File: src/mvd_geom_pkg.sv
/*
 * macroblock geometry for the MVD engine
 * coordinate widths, z-scan block indexing and sequencer states
 */
package mvd_geom_pkg;

	// mb column coordinate, enough for 1920 wide pictures
	localparam int MB_W_LEN = 7;
	localparam int BLK_CNT  = 16;
	localparam int BLK_XY_W = 2;

	typedef logic [3:0]          blk_idx_t;
	typedef logic [BLK_XY_W-1:0] blk_xy_t;

	typedef enum logic [1:0] {
		IDLE  = 2'b00,
		LOAD  = 2'b01,
		RUN   = 2'b10,
		STORE = 2'b11
	} seq_state_t;

	// z-scan index bits are {y1, x1, y0, x0}
	function automatic blk_xy_t blk_x(input blk_idx_t k);
		return {k[2], k[0]};
	endfunction

	function automatic blk_xy_t blk_y(input blk_idx_t k);
		return {k[3], k[1]};
	endfunction

	function automatic blk_idx_t blk_of(input blk_xy_t x, input blk_xy_t y);
		return {y[1], x[1], y[0], x[0]};
	endfunction

endpackage
File: src/mvd_vec_pkg.sv
/*
 * motion vector types for the MVD engine
 * vectors, differences, the per-MB block grid and neighbour register control
 */
package mvd_vec_pkg;

	localparam int MV_W = 8;

	// load slot of the top-right word, U0..U3 use slots 0..3
	localparam logic [2:0] SLOT_TR = 3'd4;

	typedef struct packed {
		logic signed [MV_W-1:0] y;
		logic signed [MV_W-1:0] x;
	} mv_t;

	// one extra bit so the difference never wraps
	typedef struct packed {
		logic signed [MV_W:0] y;
		logic signed [MV_W:0] x;
	} mvd_t;

	// sixteen 4x4 vectors in z-scan order
	typedef mv_t [mvd_geom_pkg::BLK_CNT-1:0] mv_grid_t;

	typedef struct packed {
		logic       idle;
		logic       load_en;
		logic [2:0] load_slot;
		logic       clr_top;
		logic       right_edge;
		logic       shift_left;
		logic       clr_left;
	} nbr_ctrl_t;

endpackage

File: src/mvd_buf.sv
/*
 * ping-pong MVD buffer towards the entropy coder
 * the engine fills one bank while the coder reads the other
 */
`timescale 1ns/1ps

module mvd_buf (
	input  logic                      clk,
	input  logic                      rst_n,
	input  logic                      mem_sw_i,
	input  logic                      we_i,
	input  mvd_geom_pkg::blk_idx_t    waddr_i,
	input  mvd_vec_pkg::mvd_t         wdata_i,
	input  logic                      rd_i,
	input  mvd_geom_pkg::blk_idx_t    raddr_i,
	output mvd_vec_pkg::mvd_t         rdata_o
);

import mvd_geom_pkg::*;
import mvd_vec_pkg::*;

logic bank_r;

always_ff @(posedge clk or negedge rst_n) begin
	if (!rst_n)
		bank_r <= 1'b0;
	else if (mem_sw_i)
		bank_r <= ~bank_r;
end

mv_ram #(
	.word_t (mvd_t),
	.DEPTH  (2 * BLK_CNT)
) u_mvd_ram (
	.clk     (clk),
	.we_i    (we_i),
	.waddr_i ({bank_r, waddr_i}),
	.wdata_i (wdata_i),
	.re_i    (rd_i),
	.raddr_i ({~bank_r, raddr_i}),
	.rdata_o (rdata_o)
);

endmodule

File: src/mv_ram.sv
/*
 * simple dual port ram, one write port and one registered read port
 * word type is a parameter so it serves vectors and differences alike
 */
`timescale 1ns/1ps

module mv_ram #(
	parameter type word_t = logic [15:0],
	parameter int  DEPTH  = 16
) (
	input  logic                     clk,
	input  logic                     we_i,
	input  logic [$clog2(DEPTH)-1:0] waddr_i,
	input  word_t                    wdata_i,
	input  logic                     re_i,
	input  logic [$clog2(DEPTH)-1:0] raddr_i,
	output word_t                    rdata_o
);

word_t mem [DEPTH];

always_ff @(posedge clk) begin
	if (we_i)
		mem[waddr_i] <= wdata_i;
end

// data valid the cycle after re_i
always_ff @(posedge clk) begin
	if (re_i)
		rdata_o <= mem[raddr_i];
end

endmodule

File: config.mk
export PLATFORM = sky130hd
export DESIGN_NAME = mvd_buf
export DESIGN_NICKNAME = d
export VERILOG_FILES = /design/src/mvd_geom_pkg.sv /design/src/mvd_vec_pkg.sv /design/src/mvd_buf.sv /design/src/mv_ram.sv
export SDC_FILE = /design/constraint.sdc
export NUM_CORES = 1
export LEC_CHECK = 0
export BUFFER_PORTS_ARGS = -buffer_cell sky130_fd_sc_hd__buf_2
export CAP_MARGIN = 20
export CELL_PAD_IN_SITES_DETAIL_PLACEMENT = 1
export CELL_PAD_IN_SITES_GLOBAL_PLACEMENT = 1
export CORE_ASPECT_RATIO = 0.7
export CORE_MARGIN = 3
export CORE_UTILIZATION = 54
export CTS_CLUSTER_DIAMETER = 150
export DETAILED_ROUTE_END_ITERATION = 8
export GPL_TIMING_DRIVEN = 1
export HOLD_SLACK_MARGIN = 0.03
export PLACE_DENSITY = 0.85
export SLEW_MARGIN = 30
export SYNTH_ARGS = -nofsm -noshare
export SYNTH_HDL_FRONTEND = slang
export SYNTH_SLANG_ARGS = --single-unit
File: constraint.sdc
create_clock -name clk -period 2.55 [get_ports clk]
set_input_delay 0.3825 -clock clk [delete_from_list [all_inputs] [get_ports clk]]
set_output_delay 0.3825 -clock clk [all_outputs]
set_load 0.05 [all_outputs]
==> out/results.txt, run 1 <==
Outcome - finished, final reports clean
Area contributors post-synth - edfxtp_1 77%, mux2i_1 12%, a22oi_1 2.3%
Setup total negative slack - 0 ps
Peak VDD IR - 0.6562 mV
Core Footprint - 41,740 um^2
Final clock skew - 13.42 ps
Footprint of the multi-input gates - 4962 um^2
Power Dens Cells - 815.8 nW/um^2
Num rows - 62
Wire per inst - 31.06 um
Mux contribution to synthesized area - 0.1239
Worst hold path type - primary input to asynchronous set/reset pin
Synth top area share - 0.7667
Synth Instances - 1,281
Initial Utilization - 0.5574
Syn_area_per_cell - 18.16 um^2
Post-Syn Area - 23,260 um^2
Clock-pin transition on the worst setup and hold timing paths - 60 ps
Number of DRC markers in iteration 0 - 1,382
Num ports - 49
Clk root buf - clkbuf_16
Register area - 17,860 um^2
CP Cell Sequence - buf_12 -> or3_1 -> nor2_2 -> buf_4
Post-synthesis net count - 1,312
Vias post-DR - 12,729
Arrival @ worst endpoint - 2320 ps
Fin cells - 1,974
Synth Area in Adders - 0
Cts repair resizes - 0
Max Buffers Root-to-Sink - 3
WS Path Type - flip-flop to flip-flop
Vias in the first global route - 13,798
Rel. slew slack - 0.5488
Fin worst setup slack - 483.0 ps
DP HPWL - 36,150 um
Nets - 1,415
Placer Congestion - 0.8060
Synth-to-layout area growth - 13.28%
Grt ovf - 0
Source of the critical timing path - bank_r$_DFFE_PN0P_
CP max FO - 29
Fin crit share - 0.8106
Complex-gate fraction of the synthesized area - 0.04937
Total GRT Usage - 0.2716
Final min period - 2067 ps
Initial antenna violation count - 3
Seq cells post-synth - 595
Distinct cells, synth - 28
Antenna viol nets, final - 0
Area leader, netlist - edfxtp_1
Global-route wire length before repair - 90,870 um
Post-Place Cell Area - 24,570 um^2
CTS tree - done
Largest net degree at the start of global routing - 47
Commonest non-fill, non-tap cells in the layout - 594 x edfxtp_1, 288 x mux2i_1, 72 x a22oi_1, 55 x clkbuf_16, 50 x buf_4
Most common cell after layout, fill and taps aside - edfxtp_1
Final Hold Fails - 0
Fin. max-slew vios - 0
CTS Sinks - 595
Leak - 9.226 nW
Vias/cell - 6.448
Highest-delay cell along the critical path - or3_1
Crit. End Element - flip-flop
Total CTS buffers - 54
Worst skew pair latency - 590 ps
RSZ-0062 raised after global routing - false
Die Ht - 179.7 um
Die width - 254.1 um
Total power - 21.50 mW
Post-route cell area - 26,350 um^2
Die ar. - 45,650 um^2
CP startpoint kind - flip-flop
Max-Cap Viols - 0
Fillers - 3,585
Fraction of layout cells with a size suffix above 1 - 0.1800
Worst Path Required - 2800 ps
Slowest stage delay, CP - 500 ps
Buffers on Ports - 48
Final setup viols - 0
Worst-Margin Slew - 676.8 ps
Dpl cells - 1,870
Worst r2r src - bank_r$_DFFE_PN0P_
Max Clk Rate - 483.8 MHz
Synth Area in XOR/XNOR - 0.0003765
Post-synthesis simple-gate area fraction - 0.03523
Setup repair bufs after CTS - 0
Drt first pass iters - 7
Sequential cell area fraction in the yosys report - 0.7678
YS warnings - 0
Total Wirelength - 61,320 um
# H-tree levels - 2
Main combinational cell family by area after synthesis - multiplexers
Place WS - 238.9 ps
Post-route DRC - 0
[sequential cells by signal, summed over array words and instances (netlist names)]
register           count
u_mvd_ram.rdata_o     18
u_mvd_ram.mem        576
bank_r                 1
[final cells by class]
type	count	area share
antenna	2	0.0001899
clock inverter	37	0.01144
multi-input combinational	611	0.1883
clock buffer	63	0.05526
timing repair buffer	122	0.04121
sequential	595	0.6778
tap	544	0.02583
[kinds of logic (layout without fill, tap and decap cells)]
kind of cell,count (synthesis),in the layout
AO/OA/AOI/OAI,162,162
XOR/XNOR,1,1
buffers and inverters,75,222
flip-flops,595,595
multiplexers,288,288
other,0,2
AND/OR/NAND/NOR,160,160
[worst max-delay path: cells and delay by family, from the launching register on]
kind / cells / cell delay [ps]
and+or+nand+nor: 2 / 640
buffers and inverters: 2 / 590
DFF: 1 / 460
[synthesized netlist by cell type]
library cell	number
a21oi_1	36
nand3_1	38
buf_6	22
a22o_1	36
a22oi_1	72
edfxtp_1	594
nand4_1	18
a31oi_1	18
buf_1	2
nor2b_1	2
xor2_1	1
nand2_1	37
nand3b_1	5
nor2_2	1
or2_2	1
clkbuf_1	15
buf_4	8
mux2i_1	288
dfrtp_1	1
or3_1	1
buf_8	3
nor3_2	10
buf_2	25
nand2b_1	2
and2_1	1
nor3_1	8
nor2_1	33
or3b_2	3
[layer usage]
metal  GRT usage  vias up  part of all wire
met4     0.07631        6             0.024
met3     0.04652      127             0.076
met5           0        -           0.00075
met1      0.3876     6674              0.41
li1            -     5349                 -
met2      0.4369      573              0.49
[worst paths after layout]
kind	to	slack [ps]	cells after the start
setup / recovery	u_mvd_ram.mem[1][13]$_DFFE_PP_	480	4
max in group asynchronous	bank_r$_DFFE_PN0P_	2340	2
hold / removal	bank_r$_DFFE_PN0P_	120	2
setup reg to reg	u_mvd_ram.mem[1][13]$_DFFE_PP_	480	4
hold reg to reg	u_mvd_ram.rdata_o[1]$_DFFE_PP_	700	4
min in group clk	u_mvd_ram.mem[24][16]$_DFFE_PP_	310	1
[report_power, final]
part | switching [mW] | internal (mW) | leakage (nW) | total (mW)
clock network | 3.57 | 4.58 | 0.890 | 8.15
logic | 1.53 | 0.634 | 2.96 | 2.16
registers | 0.123 | 11.1 | 5.38 | 11.2
[repair_timing]
item,in CTS,in global routing
hold endpoints to repair,2,0
hold buffers,2,0
endpoints found under the setup margin,0,0
[per-stage QoR]
stage               hold slack (ps)    util
global placement              158.2  0.5887
floorplan                     86.91       -
CTS                           72.88  0.6313
finish                        120.8  0.6315
detailed placement            166.7  0.5887
global route                  110.1  0.6313
(Power assumes the default switching activity.)
==> inputs of run 2 (changes only) <==
--- a/config.mk
+++ b/config.mk
@@ -5,13 +5,14 @@
 export SDC_FILE = /design/constraint.sdc
 export NUM_CORES = 1
 export LEC_CHECK = 0
+export ABC_AREA = 1
 export BUFFER_PORTS_ARGS = -buffer_cell sky130_fd_sc_hd__buf_2
 export CAP_MARGIN = 20
 export CELL_PAD_IN_SITES_DETAIL_PLACEMENT = 1
 export CELL_PAD_IN_SITES_GLOBAL_PLACEMENT = 1
 export CORE_ASPECT_RATIO = 0.7
 export CORE_MARGIN = 3
-export CORE_UTILIZATION = 54
+export CORE_UTILIZATION = 51
 export CTS_CLUSTER_DIAMETER = 150
 export DETAILED_ROUTE_END_ITERATION = 8
 export GPL_TIMING_DRIVEN = 1
==> constraint.sdc (replaced) <==
create_clock -name clk -period 2 [get_ports clk]
set_input_delay 0.3 -clock clk [delete_from_list [all_inputs] [get_ports clk]]
set_output_delay 0.3 -clock clk [all_outputs]
set_load 0.05 [all_outputs]
==> run 2 against run 1 <==
Effect of this change:
- maximum frequency up 8.6%
- utilization down 3.2 points
- combinational power up 31%
- final cell count up 39%
- sequential cell count unchanged
- worst hold slack better by 190 ps
- cell area up 4.2%
- setup slack worse by 390 ps
- sequential share of layout area down 2.7 points
- synthesized cell count up 57%
- wire length up 27%
- critical path depth unchanged
- largest cell class unchanged
- highest routed layer unchanged
==> out/results.txt, run 2 <==
CP max FO - 12 (-59%)
Distinct cells, synth - 16 (-43%)
Slowest stage delay, CP - 550 ps (+50 ps)
Post-Syn Area - 24,010 um^2 (+3.2%)
DP HPWL - 46,320 um (+28%)
Fraction of layout cells with a size suffix above 1 - 0.1168 (-0.06318)
Total CTS buffers - 55 (+1.9%)
Vias in the first global route - 18,196 (+32%)
Post-layout util - 0.5998 (-0.03165)
Outcome - finished, final reports clean
Top delay family on crit path - flip-flops
Switch share - 0.2531 (+0.009951)
Syn_area_per_cell - 11.94 um^2 (-34%)
Buffers on Ports - 48 (unchanged)
Post-synth top flop - edfxtp_1
Die width - 265.3 um (+4.4%)
Core Footprint - 45,790 um^2 (+9.7%)
Synth top area share - 0.7428 (-0.02389)
Final clock skew - 21.20 ps (+7.785 ps)
Worst skew pair latency - 590 ps (about the same)
Largest net degree at the start of global routing - 85 (+81%)
WP buf/inv - 2 (unchanged)
CTS Sinks - 595 (unchanged)
Leak - 10.09 nW (+9.4%)
Dpl cells - 2,634 (+41%)
Worst hold path type - primary input to flip-flop
Grt ovf - 0 (unchanged)
R2R setup slack - 100 ps (-390 ps)
R2r worst-path depth - 4 (unchanged)
Clk root buf - clkbuf_16
Fin. max-slew vios - 0 (unchanged)
Worst-Margin Slew - 908.4 ps (+231.6 ps)
YS warnings - 0 (unchanged)
Total Wirelength - 77,680 um (+27%)
WS Path Type - flip-flop to flip-flop
Commonest non-fill, non-tap cells in the layout - 810 x nand2_1, 594 x edfxtp_1, 444 x nand3_1, 57 x clkbuf_16, 51 x buf_12
Global-route wire length before repair - 113,800 um (+25%)
Max Clk Rate - 525.5 MHz (+8.6%)
Post-route cell area - 27,460 um^2 (+4.2%)
Area leader, netlist - edfxtp_1
Final setup viols - 0 (unchanged)
# H-tree levels - 2 (unchanged)
Initial Utilization - 0.5244 (-0.03300)
Regs by FF count - u_mvd_ram.mem x576, u_mvd_ram.rdata_o x18, bank_r x1
Crit. path cell count - 4 (unchanged)
Sequential cell area fraction in the yosys report - 0.7439 (-0.02393)
Highest-delay cell along the critical path - dfrtp_2
Max reg flops - 576 (unchanged)
Vias/cell - 6.178 (-4.2%)
Arrival @ worst endpoint - 2180 ps (-140 ps)
Max Buffers Root-to-Sink - 3 (unchanged)
Most common cell after layout, fill and taps aside - nand2_1
Sw power - 6.929 mW (+33%)
Worst Path Required - 2270 ps (-530 ps)
Clk pwr share - 0.374 (-0.005)
Nets - 2,122 (+50%)
Top-count cell post-synth - nand2_1
Post-synth top cells - 810 x nand2_1, 594 x edfxtp_1, 444 x nand3_1, 48 x buf_2, 32 x nor2_1
Combinational Power Share - 0.103 (+0.002)
Drt first pass iters - 6 (-1)
Fin crit share - 0.9515 (+0.1409)
Rel. slew slack - 0.3944 (-0.1544)
Num ports - 49 (unchanged)
Peak VDD IR - 0.7403 mV (+13%)
RSZ-0062 raised after global routing - false
Hold path depth - 1
Power Dens Cells - 996.8 nW/um^2 (+22%)
Area contributors post-synth - edfxtp_1 74%, nand2_1 13%, nand3_1 9.3%
Fin cells - 2,740 (+39%)
Placer Congestion - 0.8605 (+6.8%)
Post-route DRC - 0 (unchanged)
Num rows - 65 (+4.8%)
Post-Place Cell Area - 25,710 um^2 (+4.7%)
CP startpoint kind - flip-flop
Post-synthesis net count - 2,042 (+56%)
WHS - 315.5 ps (+194.7 ps)
Synth-to-layout area growth - 14.38%
CP Cell Sequence - inv_1 -> nand3_1 -> nor2_2 -> buf_4
Crit. End Element - flip-flop
Seq cells post-synth - 595 (unchanged)
Max-Cap Viols - 0 (unchanged)
Register area - 17,860 um^2 (about the same)
Die ar. - 49,760 um^2 (+9.0%)
Internal - 20.45 mW (+26%)
Final min period - 1903 ps (-164.1 ps)
Synth Instances - 2,011 (+57%)
CTS tree - done
Die Ht - 187.5 um (+4.4%)
Vias post-DR - 16,928 (+33%)
Seq pwr share - 0.523 (+0.003)
Number of DRC markers in iteration 0 - 2,013 (+46%)
Footprint of the multi-input gates - 5472 um^2 (+10%)
Wire per inst - 28.35 um (-8.7%)
Post-synthesis async set-or-reset flop share - 0.001681 (unchanged)
Initial antenna violation count - 6 (+3)
Antenna viol nets, final - 0 (unchanged)
Post-synth EDFFs - 594 (unchanged)
Clock-pin transition on the worst setup and hold timing paths - 70 ps (about the same)
Largest Register - u_mvd_ram.mem
Fillers - 4,579 (+28%)
Total GRT Usage - 0.3116 (+0.04004)
Final Hold Fails - 0 (unchanged)
-- run 2: cell types whose count changed in the layout (fill, tap and decap cells not counted), sizes merged, moves of 19 or more --
cell   change
a21oi     -36
a22o      -36
a22oi     -72
buf       +19
mux2i    -288
nand2    +773
nand3    +406
-- run 2: area by class of cell --
class | instances | area share
clock inverters | 28 | 0.008383
repair buffers | 143 | 0.05872
multi-input cells | 1287 | 0.1992
well taps | 603 | 0.02747
inverters | 9 | 0.001595
clock buffers | 70 | 0.05371
flip-flops and latches | 595 | 0.6504
diodes | 5 | 0.0004556
-- run 2: layer usage --
layer  global-route usage  up-vias  share of wire
met4               0.1263        6          0.040
met1               0.4029     8625           0.38
li1                     -     7193              -
met3              0.06873      214          0.094
met2               0.5158      890           0.48
met5            0.0009653        -        0.00053
-- run 2: metrics by stage --
stage	setup slack, ps	setup TNS (ps)	power (mW)
floorplan	-149.9	-21590	15.93
global placement	-18.09	-18.09	17.13
detailed placement	-76.55	-83.42	17.31
CTS	8.374	0	27.43
global route	61.16	0	28.20
finish	97.08	0	27.38
-- run 2: kinds of logic after synthesis --
| kind of cell | Yosys count | synth area share |
|---|---|---|
| simple gates | 1286 | 0.2242 |
| flops | 595 | 0.7439 |
| xor+xnor | 1 | 0.0003648 |
| buf+inv | 129 | 0.03158 |
-- run 2: path summary, 6_finish.rpt --
kind | from | end
min reg2reg | bank_r$_DFFE_PN0P_ | u_mvd_ram.rdata_o[16]$_DFFE_PP_
min | wdata_i[1] | u_mvd_ram.mem[27][1]$_DFFE_PP_
max reg2reg | bank_r$_DFFE_PN0P_ | u_mvd_ram.mem[11][11]$_DFFE_PP_
max | bank_r$_DFFE_PN0P_ | u_mvd_ram.mem[11][11]$_DFFE_PP_
max in group asynchronous | rst_n | bank_r$_DFFE_PN0P_
min in group asynchronous | rst_n | bank_r$_DFFE_PN0P_
-- run 2: what timing repair did --
action	CTS	global route
hold buffers	3	0
endpoints found under the setup margin	0	262
gates resized for setup	0	1
endpoints found under the hold margin	2	0
setup buffers	0	0
-- run 2: power by group through the flow --
stage / registers, mW / logic [mW] / clock network (mW)
floorplan: 14.7 / 1.19 / 0
global placement: 14.5 / 2.60 / 0
detailed placement: 14.6 / 2.75 / 0
CTS: 14.3 / 2.78 / 10.4
global route: 14.3 / 3.00 / 10.9
finish: 14.3 / 2.83 / 10.2
-- run 2: worst reg2reg max path: stages (launching register included) --
cell and delay, ps:
dfrtp_2 550, inv_1 250, nand3_1 280, nor2_2 210
buf_4 290
==> inputs of run 3 (changes only) <==
--- a/config.mk
+++ b/config.mk
@@ -18,6 +18,7 @@
 export GPL_TIMING_DRIVEN = 1
 export HOLD_SLACK_MARGIN = 0.03
 export PLACE_DENSITY = 0.85
+export RECOVER_POWER = 50
 export SLEW_MARGIN = 30
 export SYNTH_ARGS = -nofsm -noshare
 export SYNTH_HDL_FRONTEND = slang
==> run 3 against run 2 <==
Effect of this change:
- the flow now finishes with violations (capacitance limit, slew limit)
- sequential power hardly changed
- first-iteration DRC count is 5.4% higher
- cell area is 0.11% lower
- final cell count hardly changed
- setup slack better by 7.1 ps
- combinational power hardly changed
- critical endpoint is now u_mvd_ram.mem[0][17]$_DFFE_PP_
==> out/results.txt, run 3 (synthesized netlist as in run 2, its figures left out) <==
Die Ht - 187.5 um (unchanged)
Vias/cell - 6.195 (+0.28%)
CTS Sinks - 595 (unchanged)
Initial Utilization - 0.5244 (unchanged)
Final clock skew - 17.84 ps (-3.362 ps)
Clk root buf - clkbuf_16
Final setup viols - 0 (unchanged)
CP max FO - 12 (unchanged)
Leak - 10.03 nW (-0.63%)
Wire per inst - 28.31 um (-0.14%)
Regs by FF count - u_mvd_ram.mem x576, u_mvd_ram.rdata_o x18, bank_r x1
Vias in the first global route - 18,196 (unchanged)
Die ar. - 49,760 um^2 (unchanged)
Worst hold path type - primary input to flip-flop
Outcome - complete, but fails checks
Worst Path Required - 2270 ps (about the same)
Fraction of layout cells with a size suffix above 1 - 0.1060 (-0.01079)
Max-Cap Viols - 17 (+17)
Clock-pin transition on the worst setup and hold timing paths - 70 ps (about the same)
WS Path Type - flip-flop to flip-flop
CP Cell Sequence - inv_1 -> nand3_1 -> nor2_2 -> buf_4
Largest Register - u_mvd_ram.mem
Worst skew pair latency - 590 ps (about the same)
Post-route DRC - 0 (unchanged)
Max Buffers Root-to-Sink - 3 (unchanged)
# H-tree levels - 2 (unchanged)
Crit. End Element - flip-flop
Worst-Margin Slew - 2035 ps (+1127 ps)
Nets - 2,122 (unchanged)
Synth-to-layout area growth - 14.25%
Vias post-DR - 16,969 (+0.24%)
RSZ-0062 raised after global routing - false
Fillers - 4,589 (+0.22%)
Grt ovf - 0 (unchanged)
Rel. slew slack - -0.3569 (-0.7513)
Die width - 265.3 um (unchanged)
Fin crit share - 0.9479 (-0.003527)
Register area - 17,860 um^2 (unchanged)
Num ports - 49 (unchanged)
Global-route wire length before repair - 113,800 um (unchanged)
Most common cell after layout, fill and taps aside - nand2_1
Buffers on Ports - 48 (unchanged)
Final Hold Fails - 0 (unchanged)
Arrival @ worst endpoint - 2170 ps (about the same)
Initial antenna violation count - 6 (unchanged)
Antenna viol nets, final - 0 (unchanged)
Highest-delay cell along the critical path - dfrtp_2
Number of DRC markers in iteration 0 - 2,122 (+5.4%)
Max reg flops - 576 (unchanged)
Total Wirelength - 77,540 um (-0.17%)
Total GRT Usage - 0.3116 (unchanged)
Drt first pass iters - 6 (unchanged)
Commonest non-fill, non-tap cells in the layout - 810 x nand2_1, 594 x edfxtp_1, 444 x nand3_1, 57 x clkbuf_16, 51 x buf_12
DP HPWL - 46,320 um (unchanged)
Footprint of the multi-input gates - 5472 um^2 (unchanged)
Placer Congestion - 0.8605 (unchanged)
CTS tree - done
CP startpoint kind - flip-flop
Total power - 27.37 mW (about the same)
Num rows - 65 (unchanged)
Total CTS buffers - 55 (unchanged)
Peak VDD IR - 0.7461 mV (+0.77%)
Core Footprint - 45,790 um^2 (unchanged)
Power Dens Cells - 997.7 nW/um^2 (about the same)
Final min period - 1896 ps (-7.055 ps)
Largest net degree at the start of global routing - 85 (unchanged)
Fin. max-slew vios - 548 (+548)
Setup total negative slack - 0 ps (unchanged)
Max Clk Rate - 527.5 MHz (+0.37%)
Failing checks - capacitance limit, slew limit
Slowest stage delay, CP - 550 ps (about the same)
==> run 3: power by group <==
| group | internal [mW] | switching [mW] | leakage (nW) |
|---|---|---|---|
| sequential | 14.1 | 0.216 | 5.38 |
| clock | 5.69 | 4.54 | 0.833 |
| combinational | 0.652 | 2.17 | 3.81 |
| total | 20.4 | 6.92 | 10.0 |
==> run 3: layout make-up <==
type                            count  area share
Sequential cell                   595      0.6512
Multi-Input combinational cell   1287      0.1995
Timing Repair Buffer              143     0.05774
Clock buffer                       70     0.05377
Tap cell                          603     0.02750
Clock inverter                     28    0.008392
Inverter                            9    0.001596
Antenna cell                        4   0.0003649
==> run 3: worst max-delay path, delay by kind of cell (launching register included) <==
| family | cells | cell delay [ps] |
|---|---|---|
| flip-flops | 1 | 550 |
| buffers and inverters | 2 | 520 |
| AND/OR/NAND/NOR | 2 | 480 |
==> run 3: per-stage QoR <==
stage	util	setup slack [ps]	instances	area [um^2]	hold WS [ps]
5_1_grt	0.5989	61.16	2735	27420	431.2
6_report	0.5991	104.1	2739	27430	431.9
3_3_place_gp	0.5616	-18.09	2634	25710	75.52
4_1_cts	0.5995	8.374	2735	27450	292.3
2_1_floorplan	-	-149.9	2011	24020	4.409
3_5_place_dp	0.5616	-76.55	2634	25710	86.25
==> run 3: routing by layer <==
layer | vias to the layer above | track usage | wire length, um
li1 | 7189 | - | -
met1 | 8648 | 0.4029 | 29270
met2 | 912 | 0.5158 | 37470
met3 | 214 | 0.06873 | 7721
met4 | 6 | 0.1263 | 3043
met5 | - | 0.0009653 | 41
==> run 3: path summary, 6_finish.rpt <==
kind | cells after the start | endpoint | slack (ps) | start
min reg2reg | 2 | u_mvd_ram.rdata_o[16]$_DFFE_PP_ | 890 | bank_r$_DFFE_PN0P_
max | 4 | u_mvd_ram.mem[0][17]$_DFFE_PP_ | 100 | bank_r$_DFFE_PN0P_
max reg2reg | 4 | u_mvd_ram.mem[0][17]$_DFFE_PP_ | 100 | bank_r$_DFFE_PN0P_
min in group asynchronous | 3 | bank_r$_DFFE_PN0P_ | 610 | rst_n
min | 7 | u_mvd_ram.rdata_o[16]$_DFFE_PP_ | 430 | raddr_i[2]
max in group asynchronous | 3 | bank_r$_DFFE_PN0P_ | 1270 | rst_n
==> run 3: repair_timing <==
| item | in CTS | in global routing |
|---|---|---|
| gates resized for setup | 0 | 1 |
| hold buffers | 3 | 0 |
| setup endpoints to repair | 0 | 262 |
| hold endpoints to repair | 2 | 0 |
| setup buffers | 0 | 0 |
